**src/rtl/dispatch_pkg.sv**
```systemverilog
package dispatch_pkg;

    //////////////////////////////////////////////////
    // Queue sizing
    //////////////////////////////////////////////////

    // Decode starts with this many credits
    localparam int QUEUE_DEPTH = 8;
    localparam int QUEUE_PTR_W = 3;

    // Occupancy runs from 0 to QUEUE_DEPTH inclusive
    localparam int QUEUE_CNT_W = QUEUE_PTR_W + 1;

    //////////////////////////////////////////////////
    // Instruction fields
    //////////////////////////////////////////////////

    localparam int PC_W       = 32;
    localparam int REG_ADDR_W = 5;

    // Register r0 is hardwired, never a real dependency
    localparam logic [REG_ADDR_W-1:0] REG_ZERO = '0;

    // Coarse class from the predecoder
    typedef enum logic [2:0] {
        CLASS_ALU    = 3'd0,
        CLASS_MULDIV = 3'd1,
        CLASS_LOAD   = 3'd2,
        CLASS_STORE  = 3'd3,
        CLASS_BRANCH = 3'd4
    } inst_class_e;

    //////////////////////////////////////////////////
    // Slot and pair
    //////////////////////////////////////////////////

    // One predecoded instruction, 50 bits
    typedef struct packed {
        logic [PC_W-1:0]       pc;
        inst_class_e           iclass;
        // Zero when nothing is written
        logic [REG_ADDR_W-1:0] rd;
        logic [REG_ADDR_W-1:0] rs1;
        logic [REG_ADDR_W-1:0] rs2;
    } issue_slot_t;

    // Two slots in program order, a is the older one
    // valid[0] belongs to a, valid[1] to b
    typedef struct packed {
        issue_slot_t a;
        issue_slot_t b;
        logic [1:0]  valid;
    } slot_pair_t;

endpackage

```
**src/rtl/issue_queue.sv**
```systemverilog
module issue_queue
    import dispatch_pkg::*;
(
    input  logic       clk,
    input  logic       i_reset,
    input  slot_pair_t i_push,
    input  logic [1:0] i_pop_count,
    output slot_pair_t o_head,
    output logic [1:0] o_credit_return
);

    //////////////////////////////////////////////////
    // Storage and pointers
    //////////////////////////////////////////////////

    issue_slot_t mem [QUEUE_DEPTH];

    logic [QUEUE_PTR_W-1:0] wr_ptr;
    logic [QUEUE_PTR_W-1:0] rd_ptr;
    logic [QUEUE_CNT_W-1:0] count;

    logic [1:0] push_count;
    logic       push_a;
    logic       push_b;

    // Slot b only counts alongside slot a
    assign push_a = i_push.valid[0];
    assign push_b = i_push.valid[0] & i_push.valid[1];

    always_comb begin
        case ({push_b, push_a})
            2'b01:   push_count = 2'd1;
            2'b11:   push_count = 2'd2;
            default: push_count = 2'd0;
        endcase
    end

    //////////////////////////////////////////////////
    // Write side
    //////////////////////////////////////////////////

    always_ff @(posedge clk) begin
        if (push_a) begin
            mem[wr_ptr] <= i_push.a;
        end
        // Next entry, wraps with the pointer width
        if (push_b) begin
            mem[wr_ptr + QUEUE_PTR_W'(1)] <= i_push.b;
        end
    end

    //////////////////////////////////////////////////
    // Pointer, occupancy and credit state
    //////////////////////////////////////////////////

    always_ff @(posedge clk) begin
        if (i_reset) begin
            wr_ptr          <= '0;
            rd_ptr          <= '0;
            count           <= '0;
            o_credit_return <= 2'd0;
        end else begin
            wr_ptr <= wr_ptr + QUEUE_PTR_W'(push_count);
            rd_ptr <= rd_ptr + QUEUE_PTR_W'(i_pop_count);
            count  <= count + QUEUE_CNT_W'(push_count) - QUEUE_CNT_W'(i_pop_count);
            // One credit back per retired entry, a cycle late
            o_credit_return <= i_pop_count;
        end
    end

    //////////////////////////////////////////////////
    // Head view
    //////////////////////////////////////////////////

    // Two oldest entries, valid by occupancy
    always_comb begin
        o_head.a        = mem[rd_ptr];
        o_head.b        = mem[rd_ptr + QUEUE_PTR_W'(1)];
        o_head.valid[0] = (count != '0);
        o_head.valid[1] = (count >= QUEUE_CNT_W'(2));
    end

endmodule

```
**src/rtl/pair_hazard_check.sv**
```systemverilog
module pair_hazard_check
    import dispatch_pkg::*;
(
    input  slot_pair_t i_head,
    output logic       o_pair_ok
);

    //////////////////////////////////////////////////
    // Pair rules
    //////////////////////////////////////////////////

    logic a_not_alu;
    logic both_branch;
    logic b_reads_a;

    // Only a plain ALU op in the older slot may pair
    assign a_not_alu = (i_head.a.iclass != CLASS_ALU);

    // A single branch unit downstream
    assign both_branch = (i_head.a.iclass == CLASS_BRANCH) &&
                         (i_head.b.iclass == CLASS_BRANCH);

    // RAW inside the pair
    // r0 writes are discarded, so no hazard there
    always_comb begin
        b_reads_a = 1'b0;
        if (i_head.a.rd != REG_ZERO) begin
            b_reads_a = (i_head.a.rd == i_head.b.rs1) ||
                        (i_head.a.rd == i_head.b.rs2);
        end
    end

    //////////////////////////////////////////////////
    // Result
    //////////////////////////////////////////////////

    // Valid bits are handled in the selector
    assign o_pair_ok = ~(a_not_alu | both_branch | b_reads_a);

endmodule

```
**src/rtl/load_use_check.sv**
```systemverilog
module load_use_check
    import dispatch_pkg::*;
(
    input  logic                  clk,
    input  logic                  i_reset,
    input  slot_pair_t            i_head,
    input  logic                  i_load_issued,
    input  logic [REG_ADDR_W-1:0] i_load_rd,
    output logic                  o_stall_a,
    output logic                  o_stall_b
);

    //////////////////////////////////////////////////
    // Last issued load
    //////////////////////////////////////////////////

    logic                  load_pending;
    logic [REG_ADDR_W-1:0] load_rd;

    always_ff @(posedge clk) begin
        if (i_reset) begin
            load_pending <= 1'b0;
        end else begin
            // A load into r0 leaves nothing to wait for
            load_pending <= i_load_issued && (i_load_rd != REG_ZERO);
        end
    end

    always_ff @(posedge clk) begin
        load_rd <= i_load_rd;
    end

    //////////////////////////////////////////////////
    // Source match per slot
    //////////////////////////////////////////////////

    // Load data arrives one cycle too late for these
    assign o_stall_a = load_pending &&
                       ((i_head.a.rs1 == load_rd) || (i_head.a.rs2 == load_rd));

    assign o_stall_b = load_pending &&
                       ((i_head.b.rs1 == load_rd) || (i_head.b.rs2 == load_rd));

endmodule

```
**src/rtl/issue_select.sv**
```systemverilog
module issue_select
    import dispatch_pkg::*;
(
    input  logic                  clk,
    input  logic                  i_reset,
    input  slot_pair_t            i_head,
    input  logic                  i_pair_ok,
    input  logic                  i_stall_a,
    input  logic                  i_stall_b,
    output logic [1:0]            o_pop_count,
    output logic                  o_load_issued,
    output logic [REG_ADDR_W-1:0] o_load_rd,
    output slot_pair_t            o_issue
);

    //////////////////////////////////////////////////
    // Issue count
    //////////////////////////////////////////////////

    logic issue_a;
    logic issue_b;
    logic load_a;
    logic load_b;

    // A stall on a holds b back too, order is kept
    assign issue_a = i_head.valid[0] & ~i_stall_a;
    assign issue_b = issue_a & i_head.valid[1] & ~i_stall_b & i_pair_ok;

    always_comb begin
        if (!issue_a) begin
            o_pop_count = 2'd0;
        end else if (!issue_b) begin
            o_pop_count = 2'd1;
        end else begin
            o_pop_count = 2'd2;
        end
    end

    //////////////////////////////////////////////////
    // Load feedback
    //////////////////////////////////////////////////

    // Non-ALU in a forces single issue, so one load at most
    assign load_a = issue_a && (i_head.a.iclass == CLASS_LOAD);
    assign load_b = issue_b && (i_head.b.iclass == CLASS_LOAD);

    assign o_load_issued = load_a | load_b;
    assign o_load_rd     = load_a ? i_head.a.rd : i_head.b.rd;

    //////////////////////////////////////////////////
    // Issued group register
    //////////////////////////////////////////////////

    always_ff @(posedge clk) begin
        o_issue.a <= i_head.a;
        o_issue.b <= i_head.b;
        if (i_reset) begin
            o_issue.valid <= 2'b00;
        end else begin
            o_issue.valid <= {issue_b, issue_a};
        end
    end

endmodule

```
**src/rtl/dual_issue_top.sv**
```systemverilog
module dual_issue_top
    import dispatch_pkg::*;
(
    input  logic       clk,
    input  logic       i_reset,
    input  slot_pair_t i_push,
    output logic [1:0] o_credit_return,
    output slot_pair_t o_issue
);

    slot_pair_t            head;
    logic                  pair_ok;
    logic                  stall_a;
    logic                  stall_b;
    logic [1:0]            pop_count;
    logic                  load_issued;
    logic [REG_ADDR_W-1:0] load_rd;

    //////////////////////////////////////////////////
    // Queue
    //////////////////////////////////////////////////

    issue_queue u_queue (
        .clk             (clk),
        .i_reset         (i_reset),
        .i_push          (i_push),
        .i_pop_count     (pop_count),
        .o_head          (head),
        .o_credit_return (o_credit_return)
    );

    //////////////////////////////////////////////////
    // Hazard checks, side by side
    //////////////////////////////////////////////////

    pair_hazard_check u_pair_check (
        .i_head    (head),
        .o_pair_ok (pair_ok)
    );

    load_use_check u_load_use (
        .clk           (clk),
        .i_reset       (i_reset),
        .i_head        (head),
        .i_load_issued (load_issued),
        .i_load_rd     (load_rd),
        .o_stall_a     (stall_a),
        .o_stall_b     (stall_b)
    );

    // Selector closes the loop back to queue and load check
    issue_select u_select (
        .clk           (clk),
        .i_reset       (i_reset),
        .i_head        (head),
        .i_pair_ok     (pair_ok),
        .i_stall_a     (stall_a),
        .i_stall_b     (stall_b),
        .o_pop_count   (pop_count),
        .o_load_issued (load_issued),
        .o_load_rd     (load_rd),
        .o_issue       (o_issue)
    );

endmodule

```
**config.mk**
```make
export PLATFORM = sky130hd
export DESIGN_NAME = dual_issue_top
export DESIGN_NICKNAME = d
export VERILOG_FILES = /design/src/rtl/dispatch_pkg.sv /design/src/rtl/issue_queue.sv /design/src/rtl/pair_hazard_check.sv /design/src/rtl/load_use_check.sv /design/src/rtl/issue_select.sv /design/src/rtl/dual_issue_top.sv
export SDC_FILE = /design/constraint.sdc
export NUM_CORES = 1
export LEC_CHECK = 0
export BUFFER_PORTS_ARGS = -buffer_cell sky130_fd_sc_hd__buf_2
export CAP_MARGIN = 10
export CELL_PAD_IN_SITES_DETAIL_PLACEMENT = 0
export CELL_PAD_IN_SITES_GLOBAL_PLACEMENT = 2
export CORE_ASPECT_RATIO = 1.4
export CORE_MARGIN = 3
export CORE_UTILIZATION = 44
export CTS_CLUSTER_SIZE = 25
export DETAILED_ROUTE_END_ITERATION = 12
export PLACE_DENSITY = 0.92
export RECOVER_POWER = 25
export SLEW_MARGIN = 20
export SYNTH_ARGS = -nofsm -noshare
export SYNTH_HDL_FRONTEND = slang
export SYNTH_SLANG_ARGS = --single-unit
```
**constraint.sdc**
```tcl
create_clock -name clk -period 5.3 [get_ports clk]
set_input_delay 0.53 -clock clk [delete_from_list [all_inputs] [get_ports clk]]
set_output_delay 0.53 -clock clk [all_outputs]
set_load 0.02 [all_outputs]
```
==> results of run 1 <==
[report_power, final]
group,switching [W],internal (W),total (W)
Sequential,0.000341,0.00506,0.00541
Clock,0.00159,0.00206,0.00365
Combinational,0.00333,0.00223,0.00557
[state kept, by name, summed over array words and instances, names as in the netlist]
signal and flops:
u_load_use.load_rd 5, u_queue.wr_ptr 3, u_select.o_issue 102, u_queue.o_credit_return 2, u_queue.count 4, u_load_use.load_pending 1, u_queue.rd_ptr 3, u_queue.mem 400
[cell type report]
class,instances,area [um^2]
well taps,810,1013
flip-flops and latches,520,14420
multi-input cells,1086,11590
repair buffers,238,1211
diodes,8,20.02
inverters,29,108.9
clock inverters,19,150.1
fillers,5091,29770
clock buffers,75,1531
[cells in the final DEF, fill, tap and decap left out, drive strengths merged, types with 10 or more instances in the layout]
master / count
buf: 130
clkbuf: 183
clkinv: 16
dfxtp: 120
edfxtp: 400
inv: 30
mux2: 414
mux2i: 24
mux4: 181
nand2: 277
nand3: 30
nor2: 19
nor2b: 10
nor3: 13
xnor2: 28
xor2: 10
[cells in the mapped netlist (all sizes together), types with 9 or more instances]
master and count:
inv 29, clkbuf 47, mux2i 24, xor2 10
nand2 277, ha 9, nand3 30, nor2 19
nor3 13, mux4 181, nor2b 10, xnor2 28
edfxtp 400, mux2 414, buf 74, dfxtp 120
[path summary, 6_finish.rpt]
kind                                                   start                            to  slack, ns  depth (start not counted)
worst max-delay path            u_queue.rd_ptr[1]$_SDFF_PP0_   u_queue.count[3]$_SDFF_PP0_       0.36                         15
worst min-delay path                                 i_reset   u_queue.count[1]$_SDFF_PP0_       0.30                          2
worst max register to register  u_queue.rd_ptr[1]$_SDFF_PP0_   u_queue.count[3]$_SDFF_PP0_       0.36                         15
worst min register to register  u_queue.wr_ptr[2]$_SDFF_PP0_  u_queue.wr_ptr[2]$_SDFF_PP0_       0.64                          2
[routing by layer]
| metal | global-route usage, % | wire length, um | vias to the layer above | part of all wire (%) |
|---|---|---|---|---|
| met5 | 0 | 124 | - | 0.16 |
| met4 | 9.670 | 2978 | 18 | 3.9 |
| met3 | 3.699 | 4054 | 185 | 5.3 |
| met2 | 42.56 | 39990 | 577 | 52 |
| met1 | 28.53 | 29330 | 8646 | 38 |
| li1 | - | - | 7114 | - |
[per-stage QoR]
| stage | total power, W | hold slack, ns | instance area [um^2] |
|---|---|---|---|
| 2_1_floorplan | 0.009435 | 0.5629 | 26650 |
| 6_report | 0.01462 | 0.2996 | 30040 |
| 4_1_cts | 0.01487 | 0.2808 | 30290 |
| 5_1_grt | 0.01530 | 0.2978 | 30040 |
| 3_5_place_dp | 0.01121 | 0.6266 | 28610 |
| 3_3_place_gp | 0.01114 | 0.6105 | 28550 |
[kinds of logic after synthesis]
kind of cell / share of synthesized area (%)
muxes: 33.80
xor gates and xnor gates: 1.376
buffers and inverters: 2.714
DFF: 54.09
and+or+nand+nor: 6.536
AOI/OAI and AO/OA: 0.7605
adders and majority gates: 0.7231
==> impl_metrics.json, run 1 <==
{
  "drtPass1Iterations": 5,
  "hold_class": "primary input to flop",
  "powerDensity_nw_per_um2": 486.7,
  "utilization_pct": 50.23,
  "tritoncts": "done",
  "cp-end-kind": "flop",
  "dp_slack_ns": 0.3543,
  "die_h_um": 297.2,
  "syn_nets": 1873,
  "fmaxAchievable_mhz": 202.3,
  "drv_slew": 116,
  "outcome": "finished, violations left",
  "hold_buffers": 0,
  "tns_ns": 0,
  "syn_area_per_cell_um2": 15.18,
  "port_buffers": 207,
  "violations": "max-capacitance violations, max-slew violations",
  "drtIter0Drc": 1226,
  "grt-ovfl-total": 0,
  "critPathKind": "flop to flop",
  "cp.required_ns": 5.77,
  "ys.flop_type": "edfxtp_1",
  "placedCellCount": 2683,
  "ys_types": 58,
  "yosysTopAreaCellShare_pct": 45.07,
  "min_period_over_period_pct": 93.28,
  "synth-async-reset-ratio_pct": 0,
  "synthTopCellsByArea": "edfxtp_1, mux2_2, mux4_2",
  "cp-start-kind": "flop",
  "gp_congestion": 0.8688,
  "post_cts_buffers": 0,
  "cts_resized": 0,
  "clockBufferDepth": 3,
  "synth-edff-count": 400,
  "cp_slowest_cell": "xnor2_4",
  "hold_violations": 0,
  "ys_seq_elements": 520,
  "track_usage_pct": 23.72,
  "coreArea_um2": 59810,
  "die_area_um2": 63600,
  "worst_pin_slew_ns": 2.689,
  "vias": 16540,
  "clk_pin_slew_ns": 0.06,
  "cpPeakStageDelay_ns": 0.76,
  "dp_hpwl_um": 46590,
  "drc": 0,
  "clock-root-buffer": "clkbuf_16",
  "io_pins": 208,
  "synth_cells": 1756,
  "avgViaCountPerCell": 5.939,
  "setup_viol": 0,
  "path_buf_inv": 1,
  "ir_drop_mv": 0.3141,
  "layout.cells.non_filler": 2785,
  "relSlewSlack_pct": -79.28,
  "antenna_found_initial": 22,
  "clock-skew-final_ns": 0.02468,
  "htreeDepth": 2,
  "crit_fanout": 22,
  "postRouteWirelength_um": 76480,
  "ys_seq_area_share_pct": 54.09,
  "crit_family": "simple AND/OR/NAND/NOR gates",
  "ant_nets": 0,
  "power.leakage_nw": 10.24,
  "finalWorstSetupSlack_ns": 0.3563,
  "drv_cap": 6,
  "yosysWarnings": 0,
  "chipWidth_um": 214.0,
  "grt_max_degree": 117,
  "yosys.area.top_type": "edfxtp_1",
  "initial_core_util_pct": 44.55,
  "first_global_vias": 17670,
  "grt_pass1_wl_um": 113800,
  "area_growth_pct": 12.73,
  "crit_arrival_ns": 5.41,
  "worstPathCellList": "ha_4 -> xnor2_4 -> mux2_2 -> nor4_4 -> a21oi_1 -> or4_4 -> o2111ai_2 -> nor2_1 -> fa_1 -> inv_1 -> ha_1 -> a21o_1 -> a21oi_1 -> xnor2_1 -> nor2_1",
  "layout-drive-gt1-share_pct": 41.84,
  "layout.nets": 2042,
  "clock-sinks": 520,
  "min_period_ns": 4.944,
  "clkLatencyLatePin_ns": 0.61,
  "rsz0062_at_grt": "no",
  "num_rows": 106,
  "cts_inserted_buffers": 50,
  "wl_per_cell_um": 27.46,
  "syn-cell-area_um2": 26650
}
Power figures use the tool's default switching activity.
==> run 2: changes to the inputs <==
==> constraint.sdc (replaced) <==
create_clock -name clk -period 5.24 [get_ports clk]
set_input_delay 0.524 -clock clk [delete_from_list [all_inputs] [get_ports clk]]
set_output_delay 0.524 -clock clk [all_outputs]
set_load 0.02 [all_outputs]
==> run 2 against run 1 <==
  * The run still ends with max-capacitance violations, max-slew violations left
  * Register-to-register slack gained 0.14 ns
  * Sequential power grew 0.9%
  * Sequential share of layout area fell by 0.31 points
  * Sequential cell count unchanged
  * Clock power increased by 4%
  * Critical endpoint unchanged
  * Largest power group unchanged
  * Highest routed layer unchanged
==> impl_metrics.json, run 2 (synthesis results as in run 1) <==
{
  "drtIter0Drc": 1271,
  "post_cts_buffers": 0,
  "reg2reg_depth": 15,
  "wl_per_cell_um": 27.16,
  "r2r_slack_ns": 0.49,
  "hold_class": "primary input to flop",
  "placedCellCount": 2691,
  "rsz0062_at_grt": "no",
  "largest_reg_flops": 400,
  "clock-sinks": 520,
  "hold_buffers": 0,
  "cts_inserted_buffers": 51,
  "hold_start": "i_reset",
  "avgViaCountPerCell": 5.902,
  "largest_register": "u_queue.mem",
  "grt_max_degree": 79,
  "setup_viol": 0,
  "tritoncts": "done",
  "grt.met2_usage_pct": 42.65,
  "violations": "max-capacitance violations, max-slew violations",
  "dpl_cell_area_um2": 28620,
  "ir_drop_mv": 0.2908,
  "mostFrequentLayoutCells": "mux2_2, edfxtp_1, nand2_1, mux4_2",
  "io_pins": 208,
  "postRouteWirelength_um": 76110,
  "die_area_um2": 63600,
  "track_usage_pct": 23.64,
  "min_period_ns": 4.747,
  "crit_fanout": 34,
  "fill_cells": 5085,
  "mostFrequentLayoutCell": "mux2_2",
  "dp_hpwl_um": 46890,
  "power.leakage_nw": 10.33,
  "fmaxAchievable_mhz": 210.7,
  "crit_arrival_ns": 5.21,
  "layout.nets": 2053,
  "clock-skew-final_ns": 0.01480,
  "relSlewSlack_pct": -92.61,
  "met1_usage_pct": 27.99,
  "area_growth_pct": 13.47,
  "busiest_layer": "met2",
  "whs_path_depth": 2,
  "drv_cap": 6,
  "vias": 16540,
  "gp_congestion": 0.8297,
  "htreeDepth": 2,
  "tns_ns": 0,
  "worst_pin_slew_ns": 2.889,
  "hold_violations": 0,
  "powerDensity_nw_per_um2": 495.3,
  "top_regs": "u_queue.mem: 400 flops, u_select.o_issue: 102 flops, u_load_use.load_rd: 5 flops",
  "outcome": "finished, violations left",
  "coreArea_um2": 59810,
  "drv_slew": 213,
  "critPathKind": "flop to flop",
  "cp-start-kind": "flop",
  "fin_area_um2": 30240,
  "grt.met3_usage_pct": 4.240,
  "grt_pass1_wl_um": 113500,
  "drtPass1Iterations": 5,
  "initial_core_util_pct": 44.55,
  "die_h_um": 297.2,
  "first_global_vias": 17630,
  "chipWidth_um": 214.0,
  "area.sequential_um2": 14420,
  "power_w": 0.01498,
  "clockBufferDepth": 3,
  "utilization_pct": 50.55,
  "ant_nets": 0,
  "min_period_over_period_pct": 90.58,
  "multi_input_comb_area_um2": 11620,
  "holdPathEnd": "u_queue.count[1]$_SDFF_PP0_",
  "antenna_found_initial": 25,
  "layout.cells.non_filler": 2802,
  "cts_resized": 0,
  "layout-drive-gt1-share_pct": 42.16,
  "clkLatencyLatePin_ns": 0.59,
  "r2r-start": "u_queue.rd_ptr[1]$_SDFF_PP0_",
  "clk_pin_slew_ns": 0.06,
  "r2r_end": "u_queue.count[3]$_SDFF_PP0_",
  "grt-ovfl-total": 0,
  "clock-root-buffer": "clkbuf_16",
  "cp-end-kind": "flop",
  "num_rows": 106,
  "port_buffers": 207,
  "drc": 0,
  "cp.required_ns": 5.70
}
-- run 2: report_power, final --
group	switching [W]	internal, W	leakage [nW]	total, W
Combinational	0.00337	0.00234	4.81	0.00571
Clock	0.00159	0.00222	0.855	0.00381
Sequential	0.000334	0.00512	4.66	0.00546
Total	0.00530	0.00968	10.3	0.0150
-- run 2: layout make-up --
type,instances,share of cell area (%)
Clock buffer,74,5.164
Sequential cell,520,47.69
Clock inverter,21,0.6124
Timing Repair Buffer,248,4.274
Multi-Input combinational cell,1086,38.43
Tap cell,810,3.352
Antenna cell,14,0.1159
Inverter,29,0.3600
-- run 2: worst max-delay path by stage --
stage | from | endpoint | slack [ns] | cells after the start
finish | u_queue.rd_ptr[1]$_SDFF_PP0_ | u_queue.count[3]$_SDFF_PP0_ | 0.49 | 15
global route | u_queue.rd_ptr[1]$_SDFF_PP0_ | u_queue.count[3]$_SDFF_PP0_ | 0.17 | 16
CTS | u_queue.rd_ptr[1]$_SDFF_PP0_ | u_queue.count[3]$_SDFF_PP0_ | 0.48 | 15
detailed placement | u_queue.rd_ptr[1]$_SDFF_PP0_ | u_queue.count[3]$_SDFF_PP0_ | 0.50 | 15
global placement | u_queue.rd_ptr[1]$_SDFF_PP0_ | u_queue.count[3]$_SDFF_PP0_ | 0.52 | 15
floorplan | i_push[0] | u_queue.mem[5][0]$_DFFE_PP_ | 0.54 | 2
-- run 2: through the flow --
step	setup WS, ns	hold WS (ns)
finish	0.4935	0.3210
global route	0.1699	0.3086
CTS	0.4839	0.2881
detailed placement	0.5048	0.6197
global placement	0.5184	0.6111
floorplan	0.5429	0.5629
-- run 2: worst max-delay path, cell delays in order, from the launching register on --
cell and delay [ns]:
dfxtp_4 0.45, ha_4 0.61, mux4_2 0.56, mux2i_1 0.51, xnor2_1 0.19, nand2_1 0.08, or4_4 0.43, o2111ai_2 0.15
nor2_1 0.16, fa_1 0.59, inv_1 0.06, ha_1 0.27, a21o_1 0.18, a21oi_1 0.17, xnor2_1 0.14, nor2_1 0.05
-- run 2: routing by layer --
layer	vias to the layer above	wire (um)	part of all wire, %
li1	7137	-	-
met1	8627	28280	37
met2	605	40290	53
met3	153	4577	6.0
met4	16	2852	3.7
met5	-	109	0.14
